`config.mk`:
```
export PLATFORM = sky130hd
export DESIGN_NAME = ctrlUnit
export DESIGN_NICKNAME = d
export VERILOG_FILES = /design/src/hw/ctrlPkg.sv /design/src/hw/decodeIf.sv /design/src/hw/instrDecoder.sv /design/src/hw/stateSequencer.sv /design/src/hw/controlEncoder.sv /design/src/hw/ctrlUnit.sv
export SDC_FILE = /design/constraint.sdc
export NUM_CORES = 1
export LEC_CHECK = 0
export BUFFER_PORTS_ARGS = -buffer_cell sky130_fd_sc_hd__buf_2
export CAP_MARGIN = 20
export CELL_PAD_IN_SITES_DETAIL_PLACEMENT = 0
export CELL_PAD_IN_SITES_GLOBAL_PLACEMENT = 1
export CORE_MARGIN = 2
export CORE_UTILIZATION = 36
export DETAILED_ROUTE_END_ITERATION = 8
export GPL_TIMING_DRIVEN = 0
export HOLD_SLACK_MARGIN = 0.12
export PLACE_DENSITY_LB_ADDON = 0.3
export SKIP_CTS_REPAIR_TIMING = 1
export SLEW_MARGIN = 25
export SYNTH_ARGS = -nofsm -noshare
export SYNTH_HDL_FRONTEND = slang
export SYNTH_SLANG_ARGS = --single-unit
```
`constraint.sdc`:
```
create_clock -name clk -period 4 [get_ports clk]
set_clock_uncertainty 0.15 [all_clocks]
set_input_delay 0.2 -clock clk [delete_from_list [all_inputs] [get_ports clk]]
set_output_delay 0.2 -clock clk [all_outputs]
set_load 0.1 [all_outputs]
```
`src/hw/ctrlPkg.sv`:
```
package ctrlPkg;

	// ****************************************
	// widths
	// ****************************************
	typedef logic [31:0] instr_t;
	typedef logic [6:0] opcode_t;
	typedef logic [2:0] funct3_t;
	typedef logic [6:0] funct7_t;
	typedef logic [2:0] aluOp_t;
	typedef logic [3:0] immSel_t;
	typedef logic [3:0] muxSel_t;

	// ****************************************
	// instruction encodings
	// ****************************************
	localparam opcode_t opcodeReg = 7'b0110011;
	localparam opcode_t opcodeImm = 7'b0010011;
	localparam opcode_t opcodeBranch = 7'b1100011;
	localparam opcode_t opcodeLui = 7'b0110111;
	localparam opcode_t opcodeLoad = 7'b0000011;
	localparam opcode_t opcodeStore = 7'b0100011;
	localparam opcode_t opcodeJal = 7'b1101111;
	localparam opcode_t opcodeJalr = 7'b1100111;
	localparam opcode_t opcodeSystem = 7'b1110011;

	localparam funct3_t f3AddSub = 3'b000;	// also jalr and ebreak
	localparam funct3_t f3Slt = 3'b010;
	localparam funct3_t f3And = 3'b111;
	localparam funct3_t f3Double = 3'b011;	// ld / sd
	localparam funct3_t f3Beq = 3'b000;
	localparam funct3_t f3Bne = 3'b001;
	localparam funct3_t f3Blt = 3'b100;
	localparam funct3_t f3Bge = 3'b101;

	localparam funct7_t funct7Base = 7'b0000000;
	localparam funct7_t funct7Sub = 7'b0100000;

	// ****************************************
	// datapath control codes
	// ****************************************
	localparam aluOp_t aluAdd = 3'd1;
	localparam aluOp_t aluSub = 3'd2;
	localparam aluOp_t aluAnd = 3'd3;
	localparam aluOp_t aluCompare = 3'd6;	// sets equal/less flags

	localparam immSel_t immNone = 4'd0;
	localparam immSel_t immI = 4'd1;
	localparam immSel_t immB = 4'd2;
	localparam immSel_t immU = 4'd3;
	localparam immSel_t immS = 4'd4;
	localparam immSel_t immJ = 4'd5;

	localparam muxSel_t srcAPc = 4'd0;
	localparam muxSel_t srcARegA = 4'd1;
	localparam muxSel_t srcAZero = 4'd2;	// lui passes the immediate through
	localparam muxSel_t srcBFour = 4'd0;
	localparam muxSel_t srcBRegB = 4'd1;
	localparam muxSel_t srcBImm = 4'd2;
	localparam muxSel_t wbAluOut = 4'd0;
	localparam muxSel_t wbMem = 4'd1;
	localparam muxSel_t wbPc = 4'd2;
	localparam muxSel_t wbLessZero = 4'd5;
	localparam muxSel_t wbLessOne = 4'd6;
	localparam muxSel_t pcAlu = 4'd0;
	localparam muxSel_t pcAluOut = 4'd1;
	localparam muxSel_t pcIllegalVec = 4'd2;
	localparam muxSel_t pcOverflowVec = 4'd3;
	localparam muxSel_t pcCauseVec = 4'd4;	// handler address from MDR
	localparam muxSel_t mem64AddrAlu = 4'd0;
	localparam muxSel_t mem64AddrOut = 4'd1;

	typedef enum logic [3:0] {
		clsArith, clsArithNoOvf, clsSetLess, clsBranch, clsLui, clsLoad,
		clsStore, clsJal, clsJalr, clsBreak, clsIllegal
	} opClass_e;

	typedef enum logic [4:0] {
		stepReset, stepFetch, stepDispatch, stepExecute, stepWriteback,
		stepSetLess, stepCompare, stepTakeBranch, stepAddress, stepLoadWait,
		stepLoadWrite, stepMemWrite, stepLinkJump, stepJalrTarget, stepJalrJump,
		stepHalt, stepIllegalTrap, stepOverflowTrap, stepCauseLoad, stepTrapJump
	} ctrlStep_e;

endpackage

```
`src/hw/decodeIf.sv`:
```
`timescale 1ns/1ps

interface decodeIf (
	input logic clk
);
	import ctrlPkg::*;

	opClass_e opClass;	// operation class of the held instruction
	aluOp_t aluOp;
	immSel_t immSel;
	funct3_t branchCond;	// raw funct3, only meaningful for branches

	modport decoder (
		output opClass, aluOp, immSel, branchCond
	);
	modport sequencer (
		input opClass, branchCond
	);
	modport encoder (
		input clk, opClass, aluOp, immSel
	);

endinterface

```
`src/hw/instrDecoder.sv`:
```
`timescale 1ns/1ps

module instrDecoder (
	input ctrlPkg::instr_t instr,
	decodeIf.decoder dec
);
	import ctrlPkg::*;

	opcode_t opcode;
	funct3_t funct3;
	funct7_t funct7;

	assign opcode = instr[6:0];
	assign funct3 = instr[14:12];
	assign funct7 = instr[31:25];
	assign dec.branchCond = funct3;	// sequencer evaluates it

	always_comb
	begin
		dec.opClass = clsIllegal;	// anything unmatched traps
		dec.aluOp = aluAdd;
		dec.immSel = immNone;
		case (opcode)
			opcodeReg:
			begin
				if (funct7 == funct7Base && funct3 == f3AddSub)
					dec.opClass = clsArith;
				else if (funct7 == funct7Sub && funct3 == f3AddSub)
				begin
					dec.opClass = clsArith;
					dec.aluOp = aluSub;
				end
				else if (funct7 == funct7Base && funct3 == f3And)
				begin
					dec.opClass = clsArithNoOvf;	// and cannot overflow
					dec.aluOp = aluAnd;
				end
				else if (funct7 == funct7Base && funct3 == f3Slt)
				begin
					dec.opClass = clsSetLess;
					dec.aluOp = aluCompare;
				end
			end
			opcodeImm:
			begin
				dec.immSel = immI;
				if (funct3 == f3AddSub)
					dec.opClass = (instr[31:7] == '0) ? clsArithNoOvf : clsArith;	// nop
				else if (funct3 == f3Slt)
				begin
					dec.opClass = clsSetLess;
					dec.aluOp = aluCompare;
				end
			end
			opcodeBranch:
			begin
				dec.immSel = immB;
				if (funct3 == f3Beq || funct3 == f3Bne || funct3 == f3Blt || funct3 == f3Bge)
					dec.opClass = clsBranch;
			end
			opcodeLui:
			begin
				dec.opClass = clsLui;
				dec.immSel = immU;
			end
			opcodeLoad:
			begin
				dec.immSel = immI;
				if (funct3 == f3Double)
					dec.opClass = clsLoad;
			end
			opcodeStore:
			begin
				dec.immSel = immS;
				if (funct3 == f3Double)
					dec.opClass = clsStore;
			end
			opcodeJal:
			begin
				dec.opClass = clsJal;
				dec.immSel = immJ;
			end
			opcodeJalr:
			begin
				dec.immSel = immI;
				if (funct3 == f3AddSub)
					dec.opClass = clsJalr;
			end
			opcodeSystem:
			begin
				// ebreak is the only system word accepted
				if (instr[31:20] == 12'd1 && instr[19:7] == '0)
					dec.opClass = clsBreak;
			end
			default:
			begin
				dec.opClass = clsIllegal;
			end
		endcase
	end

endmodule

```
`src/hw/stateSequencer.sv`:
```
`timescale 1ns/1ps

module stateSequencer (
	input logic clk,
	input logic rst_n,
	decodeIf.sequencer dec,
	input logic equal,
	input logic less,
	input logic overflow,
	output ctrlPkg::ctrlStep_e step
);
	import ctrlPkg::*;

	ctrlStep_e nextStep;
	logic branchTaken;

	// ****************************************
	// branch decision
	// ****************************************
	always_comb
	begin
		case (dec.branchCond)
			f3Beq: branchTaken = equal;
			f3Bne: branchTaken = !equal;
			f3Blt: branchTaken = less;
			f3Bge: branchTaken = !less;
			default: branchTaken = 1'b0;	// decoder already flags these
		endcase
	end

	always_ff @(posedge clk or posedge rst_n)
	begin
		if (rst_n)
			step <= stepReset;
		else
			step <= nextStep;
	end

	// ****************************************
	// next step
	// ****************************************
	always_comb
	begin
		nextStep = stepFetch;
		case (step)
			stepReset: nextStep = stepFetch;
			stepFetch: nextStep = overflow ? stepOverflowTrap : stepDispatch;	// pc + 4
			stepDispatch:
			begin
				case (dec.opClass)
					clsArith, clsArithNoOvf, clsLui: nextStep = stepExecute;
					clsSetLess: nextStep = stepSetLess;
					clsBranch: nextStep = overflow ? stepOverflowTrap : stepCompare;
					clsLoad, clsStore: nextStep = stepAddress;
					clsJal: nextStep = overflow ? stepOverflowTrap : stepLinkJump;
					clsJalr: nextStep = overflow ? stepOverflowTrap : stepJalrTarget;
					clsBreak: nextStep = stepHalt;
					default: nextStep = stepIllegalTrap;
				endcase
			end
			stepExecute:
			begin
				if (dec.opClass == clsArith && overflow)
					nextStep = stepOverflowTrap;
				else
					nextStep = stepWriteback;
			end
			stepWriteback: nextStep = stepFetch;
			stepSetLess: nextStep = stepFetch;
			stepCompare: nextStep = branchTaken ? stepTakeBranch : stepFetch;
			stepTakeBranch: nextStep = stepFetch;
			stepAddress:
			begin
				if (overflow)
					nextStep = stepOverflowTrap;	// bad effective address
				else if (dec.opClass == clsLoad)
					nextStep = stepLoadWait;
				else
					nextStep = stepMemWrite;
			end
			stepLoadWait: nextStep = stepLoadWrite;	// memory read latency
			stepLoadWrite: nextStep = stepFetch;
			stepMemWrite: nextStep = stepFetch;
			stepLinkJump: nextStep = stepFetch;
			stepJalrTarget: nextStep = stepJalrJump;
			stepJalrJump: nextStep = stepFetch;
			stepHalt: nextStep = stepHalt;	// only reset leaves
			stepIllegalTrap, stepOverflowTrap: nextStep = stepCauseLoad;
			stepCauseLoad: nextStep = stepTrapJump;
			stepTrapJump: nextStep = stepFetch;
			default: nextStep = stepFetch;
		endcase
	end

	// ****************************************
	// checks
	// ****************************************
	haltIsFinal: assert property (@(posedge clk) disable iff (rst_n)
		step == stepHalt |=> step == stepHalt);

	// worst case is an overflow in address, three trap steps, then fetch
	backToFetch: assert property (@(posedge clk) disable iff (rst_n)
		step != stepHalt |-> ##[1:6] (step == stepFetch || step == stepHalt));

endmodule

```
`src/hw/controlEncoder.sv`:
```
`timescale 1ns/1ps

module controlEncoder (
	input ctrlPkg::ctrlStep_e step,
	decodeIf.encoder dec,
	input logic less,
	output ctrlPkg::aluOp_t aluOp,
	output ctrlPkg::immSel_t immSel,
	output ctrlPkg::muxSel_t srcASel,
	output ctrlPkg::muxSel_t srcBSel,
	output ctrlPkg::muxSel_t wbSel,
	output ctrlPkg::muxSel_t pcSel,
	output ctrlPkg::muxSel_t mem64AddrSel,
	output logic pcWrite,
	output logic instrWrite,
	output logic regAWrite,
	output logic regBWrite,
	output logic aluOutWrite,
	output logic regFileWrite,
	output logic mem64Write,
	output logic mdrWrite,
	output logic epcWrite
);
	import ctrlPkg::*;

	muxSel_t operandB;
	logic pcRelative;

	assign operandB = (dec.immSel == immNone) ? srcBRegB : srcBImm;	// R-type vs immediate
	assign pcRelative = (dec.opClass == clsBranch || dec.opClass == clsJal ||
		dec.opClass == clsJalr);

	always_comb
	begin
		aluOp = '0;
		immSel = immNone;
		srcASel = srcAPc;
		srcBSel = srcBFour;
		wbSel = wbAluOut;
		pcSel = pcAlu;
		mem64AddrSel = mem64AddrAlu;
		pcWrite = 1'b0;
		instrWrite = 1'b0;
		regAWrite = 1'b0;
		regBWrite = 1'b0;
		aluOutWrite = 1'b0;
		regFileWrite = 1'b0;
		mem64Write = 1'b0;
		mdrWrite = 1'b0;
		epcWrite = 1'b0;
		case (step)
			stepFetch:
			begin
				pcWrite = 1'b1;	// pc <= pc + 4
				instrWrite = 1'b1;
				aluOutWrite = 1'b1;
				epcWrite = 1'b1;	// keep pc for a later trap
				aluOp = aluAdd;
				srcASel = srcAPc;
				srcBSel = srcBFour;
				pcSel = pcAlu;
			end
			stepDispatch:
			begin
				regAWrite = 1'b1;
				regBWrite = 1'b1;
				if (pcRelative)
				begin
					// jump target computed ahead of time
					aluOp = aluAdd;
					srcASel = srcAPc;
					srcBSel = srcBImm;
					immSel = dec.immSel;
					aluOutWrite = (dec.opClass != clsJalr);
				end
			end
			stepExecute:
			begin
				aluOp = dec.aluOp;
				srcASel = (dec.opClass == clsLui) ? srcAZero : srcARegA;
				srcBSel = operandB;
				immSel = dec.immSel;
				aluOutWrite = 1'b1;
			end
			stepWriteback:
			begin
				regFileWrite = 1'b1;
				wbSel = wbAluOut;
			end
			stepSetLess:
			begin
				aluOp = aluCompare;
				srcASel = srcARegA;
				srcBSel = operandB;	// slt or slti
				immSel = dec.immSel;
				regFileWrite = 1'b1;
				wbSel = less ? wbLessOne : wbLessZero;
			end
			stepCompare:
			begin
				aluOp = aluCompare;
				srcASel = srcARegA;
				srcBSel = srcBRegB;
			end
			stepTakeBranch, stepJalrJump:
			begin
				pcWrite = 1'b1;
				pcSel = pcAluOut;
			end
			stepAddress:
			begin
				aluOp = aluAdd;	// base + offset
				srcASel = srcARegA;
				srcBSel = srcBImm;
				immSel = dec.immSel;
				aluOutWrite = 1'b1;
			end
			stepLoadWrite:
			begin
				regFileWrite = 1'b1;
				wbSel = wbMem;
			end
			stepMemWrite:
			begin
				mem64Write = 1'b1;
				mem64AddrSel = mem64AddrOut;
			end
			stepLinkJump:
			begin
				pcWrite = 1'b1;
				pcSel = pcAluOut;
				regFileWrite = 1'b1;	// rd <= return address
				wbSel = wbPc;
			end
			stepJalrTarget:
			begin
				regFileWrite = 1'b1;
				wbSel = wbPc;
				aluOp = aluAdd;
				srcASel = srcARegA;
				srcBSel = srcBImm;
				immSel = dec.immSel;
				aluOutWrite = 1'b1;
			end
			stepIllegalTrap: pcSel = pcIllegalVec;
			stepOverflowTrap: pcSel = pcOverflowVec;
			stepCauseLoad: mdrWrite = 1'b1;	// handler address from the vector
			stepTrapJump:
			begin
				pcWrite = 1'b1;
				pcSel = pcCauseVec;
			end
			default:
			begin
				pcSel = pcAlu;	// reset, load wait and halt drive nothing
			end
		endcase
	end

	// ****************************************
	// checks
	// ****************************************
	fetchOnlyLoadsIr: assert property (@(posedge dec.clk)
		(pcWrite && instrWrite) |-> step == stepFetch);

	noMemAndRegWrite: assert property (@(posedge dec.clk)
		!(mem64Write && regFileWrite));

endmodule

```
`src/hw/ctrlUnit.sv`:
```
`timescale 1ns/1ps

module ctrlUnit (
	input logic clk,
	input logic rst_n,
	input ctrlPkg::instr_t instr,
	input logic equal,
	input logic less,
	input logic overflow,
	output ctrlPkg::aluOp_t aluOp,
	output ctrlPkg::immSel_t immSel,
	output ctrlPkg::muxSel_t srcASel,
	output ctrlPkg::muxSel_t srcBSel,
	output ctrlPkg::muxSel_t wbSel,
	output ctrlPkg::muxSel_t pcSel,
	output ctrlPkg::muxSel_t mem64AddrSel,
	output logic pcWrite,
	output logic instrWrite,
	output logic regAWrite,
	output logic regBWrite,
	output logic aluOutWrite,
	output logic regFileWrite,
	output logic mem64Write,
	output logic mdrWrite,
	output logic epcWrite
);
	import ctrlPkg::*;

	ctrlStep_e step;	// current control step

	decodeIf dec (.clk(clk));

	instrDecoder decoder (
		.instr(instr),
		.dec(dec.decoder)
	);

	stateSequencer sequencer (
		.clk(clk),
		.rst_n(rst_n),
		.dec(dec.sequencer),
		.equal(equal),
		.less(less),
		.overflow(overflow),
		.step(step)
	);

	controlEncoder encoder (
		.step(step),
		.dec(dec.encoder),
		.less(less),
		.aluOp(aluOp),
		.immSel(immSel),
		.srcASel(srcASel),
		.srcBSel(srcBSel),
		.wbSel(wbSel),
		.pcSel(pcSel),
		.mem64AddrSel(mem64AddrSel),
		.pcWrite(pcWrite),
		.instrWrite(instrWrite),
		.regAWrite(regAWrite),
		.regBWrite(regBWrite),
		.aluOutWrite(aluOutWrite),
		.regFileWrite(regFileWrite),
		.mem64Write(mem64Write),
		.mdrWrite(mdrWrite),
		.epcWrite(epcWrite)
	);

endmodule

```
==> flow_metrics.py <==
metrics = {
    "yosys": {
        "synth_edf_count": 0,
        "synth_top_cell_by_area": "dfrtp_1",
        "ys.flop_type": "dfrtp_1",
        "synthArstFlopShare": 1.00,
        "yosysWarnings": 0,
        "syn_inst": 257,
        "synth-seq-cells": 5,
        "synth_top_area_frac": 0.0709,
        "ys_seq_area_frac": 0.0709,
        "ys_types": 65,
        "synth_area_sq_um": 1770,
        "synth_area_leaders": "dfrtp_1 (7.1%), buf_4 (5.5%), nand2_1 (5.3%), a21oi_1 (5.1%), nor3_1 (3.7%)",
        "avgSynthCellArea_sq_um": 6.87,
    },
    "setup_path": {
        "arrival_ns": 2.56,
        "path_delay_family": "buffers and inverters",
        "ff2ff_setup_slack_ns": 1.78,
        "r2r_start": "sequencer.step[1]",
        "crit_path_start": "sequencer.step[0]",
        "critPathMaxStageDelay_ns": 0.46,
        "cp.required_ns": 3.65,
        "critPathKind": "flop to primary output",
        "worst_setup_path_end_kind": "primary output",
        "critPathSlowestCell": "buf_2",
        "startpoint_type": "flop",
        "crit_top_cell": "clkbuf_1",
        "cp.buffers_inverters": 4,
        "crit_fanout": 10,
        "crit_path_cell_trace": "clkbuf_1 -> buf_1 -> clkbuf_1 -> o21ai_0 -> a21oi_1 -> buf_2",
    },
    "placed_design": {
        "post-place-ws_ns": 1.12,
        "gp_congestion": 0.867,
        "post-place-cells": 391,
        "io_buffers": 58,
        "dp_hpwl_mm": 4.57,
        "dpl_cell_area_sq_um": 2170,
    },
    "routing": {
        "vias_per_cell": 5.44,
        "drt-total-wl_mm": 5.64,
        "drt_iter0_markers": 180,
        "antenna_left": 0,
        "wl_per_cell_microns": 14.2,
        "dr.pass1.iters": 4,
        "drc_errors": 0,
        "vias": 2155,
    },
    "die": {
        "die_h_microns": 74.0,
        "dieArea_sq_um": 5480,
        "initial_core_util": 0.374,
        "die_x_microns": 74.0,
        "boundaryPins": 73,
        "core_sq_um": 4720,
        "row_count": 25,
    },
    "pwr": {
        "peakVddDrop_mv": 0.327,
        "total_power_mw": 1.34,
        "powerDensity_nw_per_um2": 600,
        "p_leak_nw": 0.962,
    },
    "min_path": {
        "hp-class": "input pin to asynchronous set/reset pin",
    },
    "grt": {
        "antenna_found_initial": 0,
        "grt_overflow": 0,
        "grt_max_degree": 11,
        "met3_usage": 0.0136,
        "grt_pass1_vias": 1916,
        "met1_usage": 0.270,
        "use_met2": 0.375,
        "busiest_layer": "met2",
        "grt_pass1_wl_mm": 9.14,
        "globalRouteTotalUtil": 0.206,
    },
    "run": {
        "max_cap_viol_count": 0,
    },
    "layout": {
        "finalNetCount": 367,
        "diodes": 0,
        "filler_cell_count": 516,
        "regMostFlops": "sequencer.step",
        "largest_registers": "sequencer.step: 5 flops",
        "layoutNonFillerInstCount": 396,
        "area_growth_pct": 26.2,
        "largest_reg_flops": 5,
        "final_cell_mix": "buf_2 (61), nand2_1 (25), a21oi_1 (18), nor2_1 (17)",
        "multiInputGateArea_sq_um": 1440,
        "final_common_cell": "buf_2",
        "drive_gt1_frac": 0.313,
        "post-route-util": 0.472,
        "final_area_sq_um": 2230,
        "seq_area_sq_um": 125,
    },
    "clock_tree": {
        "clk_pin_slew_ns": 0.03,
        "clock-sinks": 5,
        "cts_tree": "yes",
        "cts_buffers": 3,
        "cts_root_buf": "clkbuf_8",
        "clock_latency_ns": 0.22,
        "clock_path_buffers": 2,
        "cts_max_level": 1,
    },
    "timing": {
        "rsz0062_at_grt": "no",
        "final.period_utilization": 0.727,
        "hold_viol": 0,
        "setup_ws_ns": 1.09,
        "worstMarginPinSlew_ns": 0.556,
        "relSlewSlack": 0.626,
        "drv_slew": 0,
        "fin_crit_ns": 2.91,
        "hold_ws_ns": 0.277,
        "fmax_mhz": 344,
        "setup_viol": 0,
        "setup_tns_ns": 0,
    },
    "outcome": {
        "status": "completed",
    },
}
[per-layer routing]
| layer | vias to the layer above | routed length (microns) |
|---|---|---|
| met4 | 0 | 39 |
| met2 | 89 | 2850 |
| met5 | - | 0 |
| li1 | 1083 | - |
| met3 | 4 | 297 |
| met1 | 979 | 2450 |
[kinds of logic (layout without fill, tap and decap cells)]
group,count (synthesis),count (layout),share of synthesized area
compound gates,75,75,0.309
other cells,1,10,0.00212
flops,5,5,0.0709
buf+inv,40,103,0.132
xor+xnor,2,2,0.00992
mux,3,3,0.0170
simple gates,131,131,0.459
[worst min-delay path: cells and delay by family]
| kind | cells | cell delay [ns] |
|---|---|---|
| buffers and inverters | 3 | 0.80 |
[final cells by class]
class | instances | area share
Buffer | 33 | 0.0926
Inverter | 7 | 0.0118
Timing Repair Buffer | 59 | 0.135
Tap cell | 67 | 0.0376
Multi-Input combinational cell | 221 | 0.647
Clock buffer | 4 | 0.0202
Sequential cell | 5 | 0.0561
[where the power goes]
part           total, mW  internal (mW)  switching, mW  leakage, nW
Clock             0.0905         0.0682         0.0223       0.0228
Combinational       1.16          0.240          0.917        0.876
Sequential        0.0897         0.0708         0.0189       0.0638
Total               1.34          0.379          0.958        0.962
[final timing paths]
check,endpoint,cells after the start
max reg2reg,sequencer.step[0],6
min in group clk,sequencer.step[1],5
min reg2reg,sequencer.step[1],3
min,sequencer.step[1],3
max,aluOutWrite,6
max in group asynchronous,sequencer.step[4],3
[cell usage after synthesis, types with 3 or more instances]
cell / number
nand2_1: 25
a21oi_1: 18
nor2_1: 17
buf_4: 13
nor3_1: 13
clkbuf_1: 12
nand3_1: 12
o21ai_0: 10
nor2b_1: 8
inv_1: 7
nand2b_1: 7
nand4_1: 6
o21ai_1: 6
or3_1: 6
a211oi_1: 5
dfrtp_1: 5
a31oi_1: 4
buf_6: 4
nand3b_1: 4
nor4_1: 4
a211oi_2: 3
a21o_1: 3
and2_1: 3
and3_1: 3
buf_2: 3
mux2i_1: 3
nor3_2: 3
o21bai_1: 3
o22ai_1: 3
(Power assumes the default switching activity.)
